===== src/kdi_width_pkg.sv =====
// Widths and vector types shared by the key derivation unit
// Everything here is counted in 64-bit digest blocks
// Modules refer to these names with the package scope

package kdi_width_pkg;

  // One digest block, also the width of one entropy word
  parameter int unsigned BlockWidth = 64;

  // Blocks per derived key
  parameter int unsigned KeyBlocks = 2;

  // Blocks per key seed, two per key half
  parameter int unsigned SeedBlocks = 4;

  // Entropy words that make up the nonce
  parameter int unsigned NonceChunks = 2;

  typedef logic [BlockWidth-1:0]             block_t;
  typedef logic [KeyBlocks*BlockWidth-1:0]   key_t;
  typedef logic [SeedBlocks*BlockWidth-1:0]  seed_t;
  typedef logic [NonceChunks*BlockWidth-1:0] nonce_t;

  // Seed and entropy counter value
  typedef logic [1:0] cnt_t;

endpackage


===== src/kdi_ctrl_pkg.sv =====
// Control encodings of the key derivation unit
// Digest commands, constant selects, requester indices and FSM states,
// plus the configuration bundle that travels with a granted request

package kdi_ctrl_pkg;

  // Commands to the digest datapath
  typedef enum logic [1:0] {
    CmdInit,
    CmdLoad,
    CmdDigest,
    CmdFinalize
  } digest_cmd_e;

  // Netlist constant used by the digest
  typedef enum logic [1:0] {
    FlashDataKey,
    FlashAddrKey,
    SramDataKey
  } digest_sel_e;

  // Requester index, also the round-robin order
  typedef enum logic [1:0] {
    ReqFlashData,
    ReqFlashAddr,
    ReqSram
  } req_idx_e;

  typedef enum logic [3:0] {
    ResetSt,
    IdleSt,
    DigClrSt,
    DigLoadSt,
    FetchEntropySt,
    DigEntropySt,
    DigFinSt,
    DigWaitSt,
    FetchNonceSt,
    FinishSt,
    ErrorSt
  } kdi_state_e;

  // Settings of the request in service
  typedef struct packed {
    logic                  ingest_entropy;
    digest_sel_e           digest_sel;
    logic                  nonce_last;
    logic                  seed_valid;
    kdi_width_pkg::seed_t  seed;
  } req_cfg_t;

endpackage


===== src/kdi_ifs.sv =====
// Internal interfaces of the key derivation unit
// kdi_req_if carries the granted request from the arbiter to the FSM
// and the key store, kdi_store_if carries the FSM's register writes
// and data select to the key store

interface kdi_req_if;

  logic                   valid;
  kdi_ctrl_pkg::req_cfg_t cfg;
  // Pulse at the end of a derivation
  logic                   done;

  modport arb   (output valid, output cfg, input done);
  modport fsm   (input valid, input cfg, output done);
  modport store (input cfg);

endinterface

interface kdi_store_if;

  // Digest result into key half key_idx
  logic                 key_we;
  logic                 key_idx;
  // Entropy word into nonce chunk nonce_idx
  logic                 nonce_we;
  logic                 nonce_idx;
  logic                 seed_valid_we;
  // High while entropy blocks go to the digest
  logic                 data_sel;
  kdi_width_pkg::cnt_t  seed_idx;
  logic                 ent_idx;

  modport fsm (
    output key_we, key_idx, nonce_we, nonce_idx, seed_valid_we,
    output data_sel, seed_idx, ent_idx
  );
  modport store (
    input key_we, key_idx, nonce_we, nonce_idx, seed_valid_we,
    input data_sel, seed_idx, ent_idx
  );

endinterface


===== src/kdi_req_arb.sv =====
// Request side of the key derivation unit
// Round-robin arbiter over the flash data, flash address and SRAM key
// requests. The grant is locked while a request is in service and the
// FSM's done pulse becomes the ack of the granted requester.

module kdi_req_arb (
  input  logic                 clk_i,
  input  logic                 rst_ni,
  input  logic                 flash_data_req_i,
  input  logic                 flash_addr_req_i,
  input  logic                 sram_req_i,
  input  logic                 seed_valid_i,
  input  kdi_width_pkg::seed_t flash_data_seed_i,
  input  kdi_width_pkg::seed_t flash_addr_seed_i,
  input  kdi_width_pkg::key_t  sram_seed_i,
  output logic                 flash_data_ack_o,
  output logic                 flash_addr_ack_o,
  output logic                 sram_ack_o,
  kdi_req_if.arb               req
);

  localparam int unsigned NumReq = 3;

  logic [NumReq-1:0]      req_vec;
  logic                   busy_q;
  kdi_ctrl_pkg::req_idx_e prio_q, pick_idx, gnt_idx, gnt_q, next_prio;

  // Bit order follows req_idx_e
  assign req_vec = {sram_req_i, flash_addr_req_i, flash_data_req_i};

  // Pick the first request at or after the priority pointer
  always_comb begin : p_pick
    int unsigned cand;
    pick_idx = prio_q;
    // Walk backwards so the nearest request is assigned last
    for (int unsigned k = NumReq; k > 0; k--) begin
      cand = (int'(prio_q) + k - 1) % NumReq;
      if (req_vec[cand]) begin
        pick_idx = kdi_ctrl_pkg::req_idx_e'(cand);
      end
    end
  end

  // Zero-cycle grant, held while busy
  assign gnt_idx   = busy_q ? gnt_q : pick_idx;
  assign req.valid = busy_q | (|req_vec);
  assign next_prio = kdi_ctrl_pkg::req_idx_e'((int'(gnt_idx) + 1) % NumReq);

  // Fixed settings per requester
  always_comb begin : p_cfg
    case (gnt_idx)
      kdi_ctrl_pkg::ReqFlashData: begin
        req.cfg = '{ingest_entropy: 1'b0,
                    digest_sel:     kdi_ctrl_pkg::FlashDataKey,
                    nonce_last:     1'b1,
                    seed_valid:     seed_valid_i,
                    seed:           flash_data_seed_i};
      end
      kdi_ctrl_pkg::ReqFlashAddr: begin
        // Single nonce word
        req.cfg = '{ingest_entropy: 1'b0,
                    digest_sel:     kdi_ctrl_pkg::FlashAddrKey,
                    nonce_last:     1'b0,
                    seed_valid:     seed_valid_i,
                    seed:           flash_addr_seed_i};
      end
      default: begin
        // SRAM seed fills both key halves
        req.cfg = '{ingest_entropy: 1'b1,
                    digest_sel:     kdi_ctrl_pkg::SramDataKey,
                    nonce_last:     1'b1,
                    seed_valid:     seed_valid_i,
                    seed:           {sram_seed_i, sram_seed_i}};
      end
    endcase
  end

  // Done turns into the ack of whoever holds the grant
  assign flash_data_ack_o = req.done && (gnt_idx == kdi_ctrl_pkg::ReqFlashData);
  assign flash_addr_ack_o = req.done && (gnt_idx == kdi_ctrl_pkg::ReqFlashAddr);
  assign sram_ack_o       = req.done && (gnt_idx == kdi_ctrl_pkg::ReqSram);

  always_ff @(posedge clk_i or negedge rst_ni) begin : p_regs
    if (!rst_ni) begin
      busy_q <= 1'b0;
      gnt_q  <= kdi_ctrl_pkg::ReqFlashData;
      prio_q <= kdi_ctrl_pkg::ReqFlashData;
    end else begin
      gnt_q <= gnt_idx;
      if (req.done) begin
        // Release and move priority past the served requester
        busy_q <= 1'b0;
        prio_q <= next_prio;
      end else if (req.valid) begin
        busy_q <= 1'b1;
      end
    end
  end

endmodule


===== src/kdi_ctrl_fsm.sv =====
// Derivation FSM of the key derivation unit
// Per key half: digest init, two seed blocks, optional entropy blocks,
// finalize and wait for the 64-bit result. Afterwards the nonce words
// are fetched and the request is completed with a done pulse.
// EntropyBlocks sets how many entropy words are ingested.

module kdi_ctrl_fsm #(
  parameter int unsigned EntropyBlocks = 2
) (
  input  logic                       clk_i,
  input  logic                       rst_ni,
  input  logic                       kdi_en_i,
  input  logic                       escalate_i,
  output logic                       fsm_err_o,
  output logic                       edn_req_o,
  input  logic                       edn_ack_i,
  output logic                       scrmbl_valid_o,
  input  logic                       scrmbl_ready_i,
  output kdi_ctrl_pkg::digest_cmd_e  scrmbl_cmd_o,
  output kdi_ctrl_pkg::digest_sel_e  scrmbl_sel_o,
  input  logic                       scrmbl_valid_i,
  kdi_req_if.fsm                     req,
  kdi_store_if.fsm                   store
);

  localparam kdi_width_pkg::cnt_t EntLast = kdi_width_pkg::cnt_t'(EntropyBlocks - 1);

  kdi_ctrl_pkg::kdi_state_e state_d, state_q;
  kdi_width_pkg::cnt_t      seed_cnt_d, seed_cnt_q;
  kdi_width_pkg::cnt_t      ent_cnt_d, ent_cnt_q;
  logic                     edn_req_d, edn_req_q;

  assign edn_req_o    = edn_req_q;
  assign scrmbl_sel_o = req.cfg.digest_sel;

  // Indices follow the counters directly
  assign store.key_idx   = seed_cnt_q[1];
  assign store.seed_idx  = seed_cnt_q;
  assign store.nonce_idx = ent_cnt_q[0];
  assign store.ent_idx   = ent_cnt_q[0];

  always_comb begin : p_fsm
    state_d             = state_q;
    seed_cnt_d          = seed_cnt_q;
    ent_cnt_d           = ent_cnt_q;
    fsm_err_o           = 1'b0;
    // An open entropy request only ends with its ack
    edn_req_d           = edn_req_q & ~edn_ack_i;
    scrmbl_valid_o      = 1'b0;
    scrmbl_cmd_o        = kdi_ctrl_pkg::CmdLoad;
    store.key_we        = 1'b0;
    store.nonce_we      = 1'b0;
    store.seed_valid_we = 1'b0;
    store.data_sel      = 1'b0;
    req.done            = 1'b0;

    case (state_q)
      ////////////////////////////////////////////////////////////////////////////
      // Idle until enabled, then wait for a request
      kdi_ctrl_pkg::ResetSt: begin
        if (kdi_en_i) begin
          state_d = kdi_ctrl_pkg::IdleSt;
        end
      end
      kdi_ctrl_pkg::IdleSt: begin
        if (req.valid) begin
          state_d    = kdi_ctrl_pkg::DigClrSt;
          seed_cnt_d = '0;
          ent_cnt_d  = '0;
        end
      end
      ////////////////////////////////////////////////////////////////////////////
      // Digest sequence for one key half
      kdi_ctrl_pkg::DigClrSt: begin
        scrmbl_valid_o = 1'b1;
        scrmbl_cmd_o   = kdi_ctrl_pkg::CmdInit;
        if (scrmbl_ready_i) begin
          state_d = kdi_ctrl_pkg::DigLoadSt;
        end
      end
      kdi_ctrl_pkg::DigLoadSt: begin
        scrmbl_valid_o = 1'b1;
        // Odd block triggers the digest round
        if (seed_cnt_q[0]) begin
          scrmbl_cmd_o = kdi_ctrl_pkg::CmdDigest;
          if (scrmbl_ready_i) begin
            state_d = req.cfg.ingest_entropy ? kdi_ctrl_pkg::FetchEntropySt :
                                               kdi_ctrl_pkg::DigFinSt;
          end
        end else if (scrmbl_ready_i) begin
          seed_cnt_d = seed_cnt_q + 1'b1;
        end
      end
      kdi_ctrl_pkg::FetchEntropySt: begin
        // Keep requesting until the last word arrives
        edn_req_d = ~edn_ack_i | (ent_cnt_q != EntLast);
        if (edn_ack_i) begin
          store.nonce_we = 1'b1;
          if (ent_cnt_q == EntLast) begin
            state_d   = kdi_ctrl_pkg::DigEntropySt;
            ent_cnt_d = '0;
          end else begin
            ent_cnt_d = ent_cnt_q + 1'b1;
          end
        end
      end
      kdi_ctrl_pkg::DigEntropySt: begin
        scrmbl_valid_o = 1'b1;
        store.data_sel = 1'b1;
        if (ent_cnt_q == EntLast) begin
          scrmbl_cmd_o = kdi_ctrl_pkg::CmdDigest;
          if (scrmbl_ready_i) begin
            state_d   = kdi_ctrl_pkg::DigFinSt;
            ent_cnt_d = '0;
          end
        end else if (scrmbl_ready_i) begin
          ent_cnt_d = ent_cnt_q + 1'b1;
        end
      end
      kdi_ctrl_pkg::DigFinSt: begin
        scrmbl_valid_o = 1'b1;
        scrmbl_cmd_o   = kdi_ctrl_pkg::CmdFinalize;
        if (scrmbl_ready_i) begin
          state_d = kdi_ctrl_pkg::DigWaitSt;
        end
      end
      kdi_ctrl_pkg::DigWaitSt: begin
        if (scrmbl_valid_i) begin
          store.key_we = 1'b1;
          // First half done, restart the digest on seed blocks 2 and 3
          if (seed_cnt_q == 2'd1) begin
            seed_cnt_d = seed_cnt_q + 1'b1;
            state_d    = kdi_ctrl_pkg::DigClrSt;
          end else begin
            seed_cnt_d          = '0;
            store.seed_valid_we = 1'b1;
            state_d             = kdi_ctrl_pkg::FetchNonceSt;
          end
        end
      end
      ////////////////////////////////////////////////////////////////////////////
      // Nonce and completion
      kdi_ctrl_pkg::FetchNonceSt: begin
        edn_req_d = ~edn_ack_i | (ent_cnt_q != {1'b0, req.cfg.nonce_last});
        if (edn_ack_i) begin
          store.nonce_we = 1'b1;
          if (ent_cnt_q == {1'b0, req.cfg.nonce_last}) begin
            state_d   = kdi_ctrl_pkg::FinishSt;
            ent_cnt_d = '0;
          end else begin
            ent_cnt_d = ent_cnt_q + 1'b1;
          end
        end
      end
      kdi_ctrl_pkg::FinishSt: begin
        req.done = 1'b1;
        state_d  = kdi_ctrl_pkg::IdleSt;
      end
      kdi_ctrl_pkg::ErrorSt: begin
        fsm_err_o = 1'b1;
      end
      // Illegal state code
      default: begin
        state_d   = kdi_ctrl_pkg::ErrorSt;
        fsm_err_o = 1'b1;
      end
    endcase

    // Escalation wins, but a pending entropy request stays up
    if (escalate_i) begin
      state_d   = kdi_ctrl_pkg::ErrorSt;
      fsm_err_o = 1'b1;
      edn_req_d = edn_req_q & ~edn_ack_i;
      req.done  = 1'b0;
    end
  end

  always_ff @(posedge clk_i or negedge rst_ni) begin : p_regs
    if (!rst_ni) begin
      state_q    <= kdi_ctrl_pkg::ResetSt;
      seed_cnt_q <= '0;
      ent_cnt_q  <= '0;
      edn_req_q  <= 1'b0;
    end else begin
      state_q    <= state_d;
      seed_cnt_q <= seed_cnt_d;
      ent_cnt_q  <= ent_cnt_d;
      edn_req_q  <= edn_req_d;
    end
  end

  // Req/ack rule of the entropy port
  edn_req_hold_a: assert property (@(posedge clk_i) disable iff (!rst_ni)
    edn_req_o && !edn_ack_i |=> edn_req_o);

endmodule


===== src/kdi_key_store.sv =====
// Output registers of the key derivation unit
// Holds the key halves, the nonce chunks and the seed-valid flag that
// all requesters share, and selects the block sent to the digest

module kdi_key_store (
  input  logic                  clk_i,
  input  logic                  rst_ni,
  input  kdi_width_pkg::block_t scrmbl_data_i,
  input  kdi_width_pkg::block_t edn_data_i,
  output kdi_width_pkg::block_t scrmbl_data_o,
  output kdi_width_pkg::key_t   key_o,
  output kdi_width_pkg::nonce_t nonce_o,
  output logic                  seed_valid_o,
  kdi_store_if.store            store,
  kdi_req_if.store              req
);

  kdi_width_pkg::block_t [kdi_width_pkg::KeyBlocks-1:0]   key_q;
  kdi_width_pkg::block_t [kdi_width_pkg::NonceChunks-1:0] nonce_q;
  kdi_width_pkg::block_t [kdi_width_pkg::SeedBlocks-1:0]  seed_blocks;
  logic                                                   seed_valid_q;

  assign key_o        = key_q;
  assign nonce_o      = nonce_q;
  assign seed_valid_o = seed_valid_q;

  // Seed split into digest blocks, block 0 in the low bits
  assign seed_blocks = req.cfg.seed;

  // Entropy comes back out of the nonce register.
  // An invalid seed reaches the digest as zeros
  always_comb begin : p_data_sel
    if (store.data_sel) begin
      scrmbl_data_o = nonce_q[store.ent_idx];
    end else if (req.cfg.seed_valid) begin
      scrmbl_data_o = seed_blocks[store.seed_idx];
    end else begin
      scrmbl_data_o = '0;
    end
  end

  always_ff @(posedge clk_i or negedge rst_ni) begin : p_regs
    if (!rst_ni) begin
      key_q        <= '0;
      nonce_q      <= '0;
      seed_valid_q <= 1'b0;
    end else begin
      if (store.key_we) begin
        key_q[store.key_idx] <= scrmbl_data_i;
      end
      if (store.nonce_we) begin
        nonce_q[store.nonce_idx] <= edn_data_i;
      end
      if (store.seed_valid_we) begin
        seed_valid_q <= req.cfg.seed_valid;
      end
    end
  end

  // Digest result and entropy word never arrive in the same cycle
  key_nonce_we_excl_a: assert property (@(posedge clk_i) disable iff (!rst_ni)
    !(store.key_we && store.nonce_we));

endmodule


===== src/otp_kdi.sv =====
// Key derivation unit for the OTP controller scrambling keys
// Serves flash data, flash address and SRAM key requests one at a time
// through an external digest datapath and an entropy req/ack port.
// Key, nonce and seed-valid outputs are shared by all requesters.

module otp_kdi #(
  parameter int unsigned EntropyBlocks = 2
) (
  input  logic                      clk_i,
  input  logic                      rst_ni,
  input  logic                      kdi_en_i,
  input  logic                      escalate_i,
  output logic                      fsm_err_o,
  // Seeds from OTP
  input  logic                      seed_valid_i,
  input  kdi_width_pkg::seed_t      flash_data_seed_i,
  input  kdi_width_pkg::seed_t      flash_addr_seed_i,
  input  kdi_width_pkg::key_t       sram_seed_i,
  // Key requests
  input  logic                      flash_data_req_i,
  output logic                      flash_data_ack_o,
  input  logic                      flash_addr_req_i,
  output logic                      flash_addr_ack_o,
  input  logic                      sram_req_i,
  output logic                      sram_ack_o,
  output kdi_width_pkg::key_t       key_o,
  output kdi_width_pkg::nonce_t     nonce_o,
  output logic                      seed_valid_o,
  // Entropy port
  output logic                      edn_req_o,
  input  logic                      edn_ack_i,
  input  kdi_width_pkg::block_t     edn_data_i,
  // Digest datapath
  output logic                      scrmbl_valid_o,
  input  logic                      scrmbl_ready_i,
  output kdi_ctrl_pkg::digest_cmd_e scrmbl_cmd_o,
  output kdi_ctrl_pkg::digest_sel_e scrmbl_sel_o,
  output kdi_width_pkg::block_t     scrmbl_data_o,
  input  logic                      scrmbl_valid_i,
  input  kdi_width_pkg::block_t     scrmbl_data_i
);

  kdi_req_if   req_if ();
  kdi_store_if store_if ();

  kdi_req_arb u_req_arb (
    .clk_i,
    .rst_ni,
    .flash_data_req_i,
    .flash_addr_req_i,
    .sram_req_i,
    .seed_valid_i,
    .flash_data_seed_i,
    .flash_addr_seed_i,
    .sram_seed_i,
    .flash_data_ack_o,
    .flash_addr_ack_o,
    .sram_ack_o,
    .req              (req_if.arb)
  );

  kdi_ctrl_fsm #(
    .EntropyBlocks(EntropyBlocks)
  ) u_ctrl_fsm (
    .clk_i,
    .rst_ni,
    .kdi_en_i,
    .escalate_i,
    .fsm_err_o,
    .edn_req_o,
    .edn_ack_i,
    .scrmbl_valid_o,
    .scrmbl_ready_i,
    .scrmbl_cmd_o,
    .scrmbl_sel_o,
    .scrmbl_valid_i,
    .req            (req_if.fsm),
    .store          (store_if.fsm)
  );

  kdi_key_store u_key_store (
    .clk_i,
    .rst_ni,
    .scrmbl_data_i,
    .edn_data_i,
    .scrmbl_data_o,
    .key_o,
    .nonce_o,
    .seed_valid_o,
    .store         (store_if.store),
    .req           (req_if.store)
  );

endmodule


===== config.mk =====
export PLATFORM = sky130hd
export DESIGN_NAME = otp_kdi
export DESIGN_NICKNAME = d
export VERILOG_FILES = /design/src/kdi_width_pkg.sv /design/src/kdi_ctrl_pkg.sv /design/src/kdi_ifs.sv /design/src/kdi_req_arb.sv /design/src/kdi_ctrl_fsm.sv /design/src/kdi_key_store.sv /design/src/otp_kdi.sv
export SDC_FILE = /design/constraint.sdc
export NUM_CORES = 1
export LEC_CHECK = 0
export BUFFER_PORTS_ARGS = -buffer_cell sky130_fd_sc_hd__buf_2
export CAP_MARGIN = 40
export CORE_AREA = 2 2 426 428
export CTS_CLUSTER_DIAMETER = 40
export DETAILED_ROUTE_END_ITERATION = 10
export DIE_AREA = 0 0 428 430
export GPL_TIMING_DRIVEN = 0
export PLACE_DENSITY = 0.3
export REMOVE_ABC_BUFFERS = 1
export SKIP_CTS_REPAIR_TIMING = 1
export SLEW_MARGIN = 0
export SYNTH_ARGS = -nofsm -noshare
export SYNTH_HDL_FRONTEND = slang
export SYNTH_HIERARCHICAL = 1
export SYNTH_SLANG_ARGS = --single-unit
export TNS_END_PERCENT = 10

===== constraint.sdc =====
create_clock -name clk_i -period 5 [get_ports clk_i]
set_clock_uncertainty 0.15 [all_clocks]
set_input_delay 0.75 -clock clk_i [delete_from_list [all_inputs] [get_ports clk_i]]
set_output_delay 0.75 -clock clk_i [all_outputs]
set_load 0.01 [all_outputs]

After elaboration in Yosys (flattened, before gate mapping)
Index checks and enable logic that the tools add are counted.
{"block": "word_totals", "regBits": 271, "latchBits": 0, "ramBits": 0, "romBits": 0, "inputBits": 779, "out_inout_bits": 331, "word_cells": 169, "memories": 0}
{"block": "classes", "n_addsub": 9, "multipliers": 0, "n_div": 4, "n_lt_le_gt_ge": 8, "eq_ne": 38, "shift": 0, "n_mux": 74, "bitwise_logic": 5, "n_reduce_logical": 18}
{"op": "$pmux W261 S2", "count": 1}
{"op": "$mux W64", "count": 7}
{"op": "$bwmux W128", "count": 2}
{"op": "$bmux W64 S2", "count": 1}
{"op": "$demux W64 S1", "count": 2}
{"op": "$mod A32 B2 Y32 const B", "count": 4}
{"op": "$lt A32 B3 Y1 const B", "count": 3}
{"op": "$sub A32 B1 Y32 const B", "count": 3}
{"op": "$mux W4", "count": 15}
{"op": "$pmux W4 S11", "count": 1}
{"op": "$mux W2", "count": 19}
{"op": "$ne A3 B3 Y1 const B", "count": 9}
{"op": "$mux W1", "count": 19}
{"op": "$eq A4 B3 Y1 const B", "count": 4}
{"op": "$ne A2 B2 Y1 const B", "count": 8}
{"op": "$pmux W2 S4", "count": 2}
{"op": "$reduce_and A14 Y1", "count": 1}
{"op": "$eq A4 B4 Y1 const B", "count": 3}
{"op": "$ne A3 B2 Y1 const B", "count": 4}
{"op": "$reduce_and A5 Y1", "count": 2}
{"op": "$reduce_or A10 Y1", "count": 1}
{"op": "$eq A4 B2 Y1 const B", "count": 2}
{"op": "$add A2 B1 Y3 const B", "count": 2}
{"op": "$add A2 B2 Y3 const B", "count": 2}
{"op": "26 further kinds", "count": 39}

Longest topological paths before layout
{"block": "logic_depth", "ltp_word": 16, "mapped_depth": 17, "ltp_nobuf": 13}

Hierarchy
Netlist, hierarchy kept.
{"module": "kdi_key_store", "n_inst": 1, "cells_per_inst": 907, "area_each_um2": 12854.8, "seq_area_each_um2": 6431.2}
{"module": "kdi_req_arb", "n_inst": 1, "cells_per_inst": 518, "area_each_um2": 4244.1, "seq_area_each_um2": 125.1}
{"module": "kdi_ctrl_fsm", "n_inst": 1, "cells_per_inst": 124, "area_each_um2": 965.9, "seq_area_each_um2": 225.2}

Worst setup path after synthesis
OpenSTA, ideal clock, no wires.
{"block": "synth_path", "kind": "flip-flop to output port", "startpoint": "register u_req_arb.prio_q[0]", "endpoint": "output scrmbl_data_o[10]", "arrival_time_ns": 3.005, "t_required_ns": 4.100, "slack_ns": 1.095, "path_stages_with_launch": 17, "n_path_buf": 3, "path_cell_list": "dfrtp_1 > inv_1 > ha_1 > nand2b_1 > nand3_1 > a21oi_1 > o31ai_1 > ha_1 > buf_2 > nor2_2 > buf_6 > buf_6 > and2_1 > a221o_1 > mux2_2 > a22oi_1 > o21ai_0"}
{"item": "start: declaration", "line_no": "kdi_req_arb.sv:26", "text": "kdi_ctrl_pkg::req_idx_e prio_q, pick_idx, gnt_idx, gnt_q, next_prio;"}
{"item": "start signal: assignment", "line_no": "kdi_req_arb.sv:87", "text": "prio_q <= kdi_ctrl_pkg::ReqFlashData;"}
{"item": "start signal: assignment", "line_no": "kdi_req_arb.sv:93", "text": "prio_q <= next_prio;"}
{"item": "end: declaration", "line_no": "otp_kdi.sv:38", "text": "output kdi_width_pkg::block_t scrmbl_data_o,"}

==> run metrics <==
Worst setup SP type flop; Worst setup EP type output port; # setup viols final 57; CTS H-Tree Depth 3; sequential area share after synthesis 0.375; max-cap viol count 0; Post-DRT Antenna Nets 0; Worst-path clk slew 0.05 ns; initial core utilization 0.100; synth top area cells dfrtp_1 38%, mux2_2 21%, a221o_1 14%, and2_1 4.5%, mux2_4 4.2%; final count of hold timing violations 0; synth warn 6; Combinational Power Share 0.216; CTS Root Cell clkbuf_16; cells on worst reg2reg path 15; reg2reg start u_req_arb/prio_q[1]; Commonest cells post-synth 338 x mux2_2, 271 x dfrtp_1, 256 x a221o_1; Sink Count 271; IO Pins 1,110; fin crit share 1.06; Post-Synthesis Cells 1,549; DR vias/cell about 3.7; Critical Path Stages 17; hold depth 2; DP HPWL approximately 100 mm; die area 184,000 µm²; ys flop type dfrtp_1; die extent in x 428 µm; CP peak stage delay around 0.42 ns; final WL 132 mm; status complete, but fails checks; Max Slew Vio Count 0; asr flop ratio synth 1.00; failing checks setup timing; pwr/cell area 318 nW/µm²; total global-route track usage 0.129; most common cell in the netlist mux2_2; nets@finish 3,474; Switching Fraction 0.288; Post-synth EDFFs 0; largest delay contributor family on the critical path compound AO/OA/AOI/OAI gates; clock buffer depth 3; first-pass GRT wire length 166 mm; worst-margin pin slew 0.865 ns; Mapped Area around 18,000 µm²; core region area 180,000 µm²; final worst-path setup slack -0.309 ns; #FFs+latches synth 271; worst path bufs/invs 5; Slew HR 0.423; # DRC 0; RSZ-0062 raised after global routing true; Overall Power 9.83 mW; Period minus WS final 5.31 ns; CP max stage cell dfrtp_1; P&R area growth vs syn 71.1%; largest net degree at the start of global routing 101; Cell Int Power 6.99 mW; critical path launch point u_req_arb/prio_q[1]; CTS buffer count 83; Worst Path Required ~4.1 ns; # rows between 150 and 200; Clock power frac 0.540; RePlAce Congestion between 0.9 and 1; ratio of cells with drive above 1 in the final layout 0.688; I/O Buffers 1,109; top cell type's share of synthesized area 0.375; Synth cell types 57; crit path kind flop to output port; number of fillers in the final layout 20.2k; hold path start scrmbl_data_i[9]; leading area contributor after synthesis dfrtp_1; CTS tree yes; Max FO, Critical Path 9; worst hold-check path type input pin to flop; via count approximately 19k; NetSw 2.83 mW; Clock Latency Late Sink 0.68 ns; height of the die 430 µm; Critical Path AT 4.41 ns; Peak VDD IR 0.220 mV; Initial DRC Count between 900 and 1k; initial antenna violation count 58; grt ovf 0; vias in the first global route 19.8k; Max Freq about 190 MHz; Mapped Avg Cell Area about 12 µm²; TNS Setup -9.50 ns; Leak Pwr 14.8 nW; hold slack ~0.15 ns; Reg power frac 0.245; drt wl/cell 25.7 µm; First-pass DRT Iterations 5; worst path cell trace inv_2, ha_4, mux2i_2, o22ai_2, a21oi_4, o31a_1, ha_4, nor2_4, buf_12, buf_16, buf_16, and2_4, a221o_1, mux2_4, a22oi_2, o21ai_4, buf_2
[flip-flops by register name, summed over array words and instances (netlist names)]
| signal | cells |
|---|---|
| u_key_store/key_o | 128 |
| u_key_store/nonce_o | 128 |
| u_ctrl_fsm/state_q | 4 |
| u_ctrl_fsm/ent_cnt_q | 2 |
| u_ctrl_fsm/store.seed_idx | 2 |
| u_req_arb/gnt_q | 2 |
| u_req_arb/prio_q | 2 |
| u_ctrl_fsm/edn_req_o | 1 |
| u_key_store/seed_valid_o | 1 |
| u_req_arb/busy_q | 1 |
[final timing paths]
path,to,slack [ns]
min in group asynchronous,u_key_store/key_o[89],0.52
max in group asynchronous,u_key_store/nonce_o[112],2.97
max reg2reg,u_ctrl_fsm/state_q[1],1.01
max,scrmbl_data_o[51],-0.31
min,u_key_store/key_o[73],0.15
min reg2reg,u_key_store/key_o[103],0.34
[final cells by class]
type	count	area, µm²	share of cell area
well taps	2370	2970	0.0959
clock inverters	25	382	0.0123
inverters	15	56.3	0.00182
clock buffers	121	2460	0.0796
multi-input cells	1107	11000	0.355
diodes	14	35.0	0.00113
flip-flops and latches	271	6790	0.220
repair buffers	1206	7260	0.235
[power by group through the flow]
stage	sequential [mW]	combinational, mW	clock [mW]
3_5_place_dp	2.43	1.89	0
5_1_grt	2.42	2.26	5.60
3_3_place_gp	2.46	1.89	0
6_report	2.40	2.12	5.30
2_1_floorplan	2.47	0.834	0
4_1_cts	2.40	1.89	5.50
[placed cells by master (no fill, tap or decap), types with 6 or more instances in the layout]
cell type     n
a22oi_2      44
mux2_4       52
o21ai_2      12
buf_6         7
a221o_1     255
a21oi_1       7
ha_1          7
dfrtp_1     266
inv_1        12
o21ai_1      46
diode_2      14
mux2_2      336
nor2_1       10
buf_16       21
buf_8         6
clkbuf_16   101
buf_2      1103
buf_12       12
and2_1       57
clkbuf_1     14
a22oi_1      20
and2_4       63
clkinv_2      9
clkbuf_8     24
buf_4        37
mux2i_1      67
o21ai_0      15
and2_2       11
nor2b_1       6
nand2_1      20
[per-stage QoR]
step                worst slack (ns)  utilization  instances  instance area, µm²
finish                        -0.309        0.172       5129               30900
global route                  -0.515        0.172       5123               30900
CTS                            -1.52        0.164       5067               29500
detailed placement            -0.736        0.148       4921               26700
global placement              -24.07        0.143       4872               25700
floorplan                      -5.90            -       1393               17200
[layer usage]
metal,part of all wire,global-route usage
met2,0.50,0.227
met5,0.0019,0
met1,0.38,0.143
met3,0.081,0.0488
met4,0.032,0.0387
[cells by family (layout without fill, tap and decap cells)]
family / after synthesis / count (layout) / synth area share
xor+xnor: 4 / 4 / 0.00236
flops: 271 / 271 / 0.375
buf+inv: 171 / 1367 / 0.0535
other cells: 0 / 14 / 0
fa+ha+maj: 11 / 11 / 0.00762
mux: 456 / 456 / 0.290
compound gates: 434 / 434 / 0.205
simple gates: 202 / 202 / 0.0663
(Power assumes the default switching activity.)
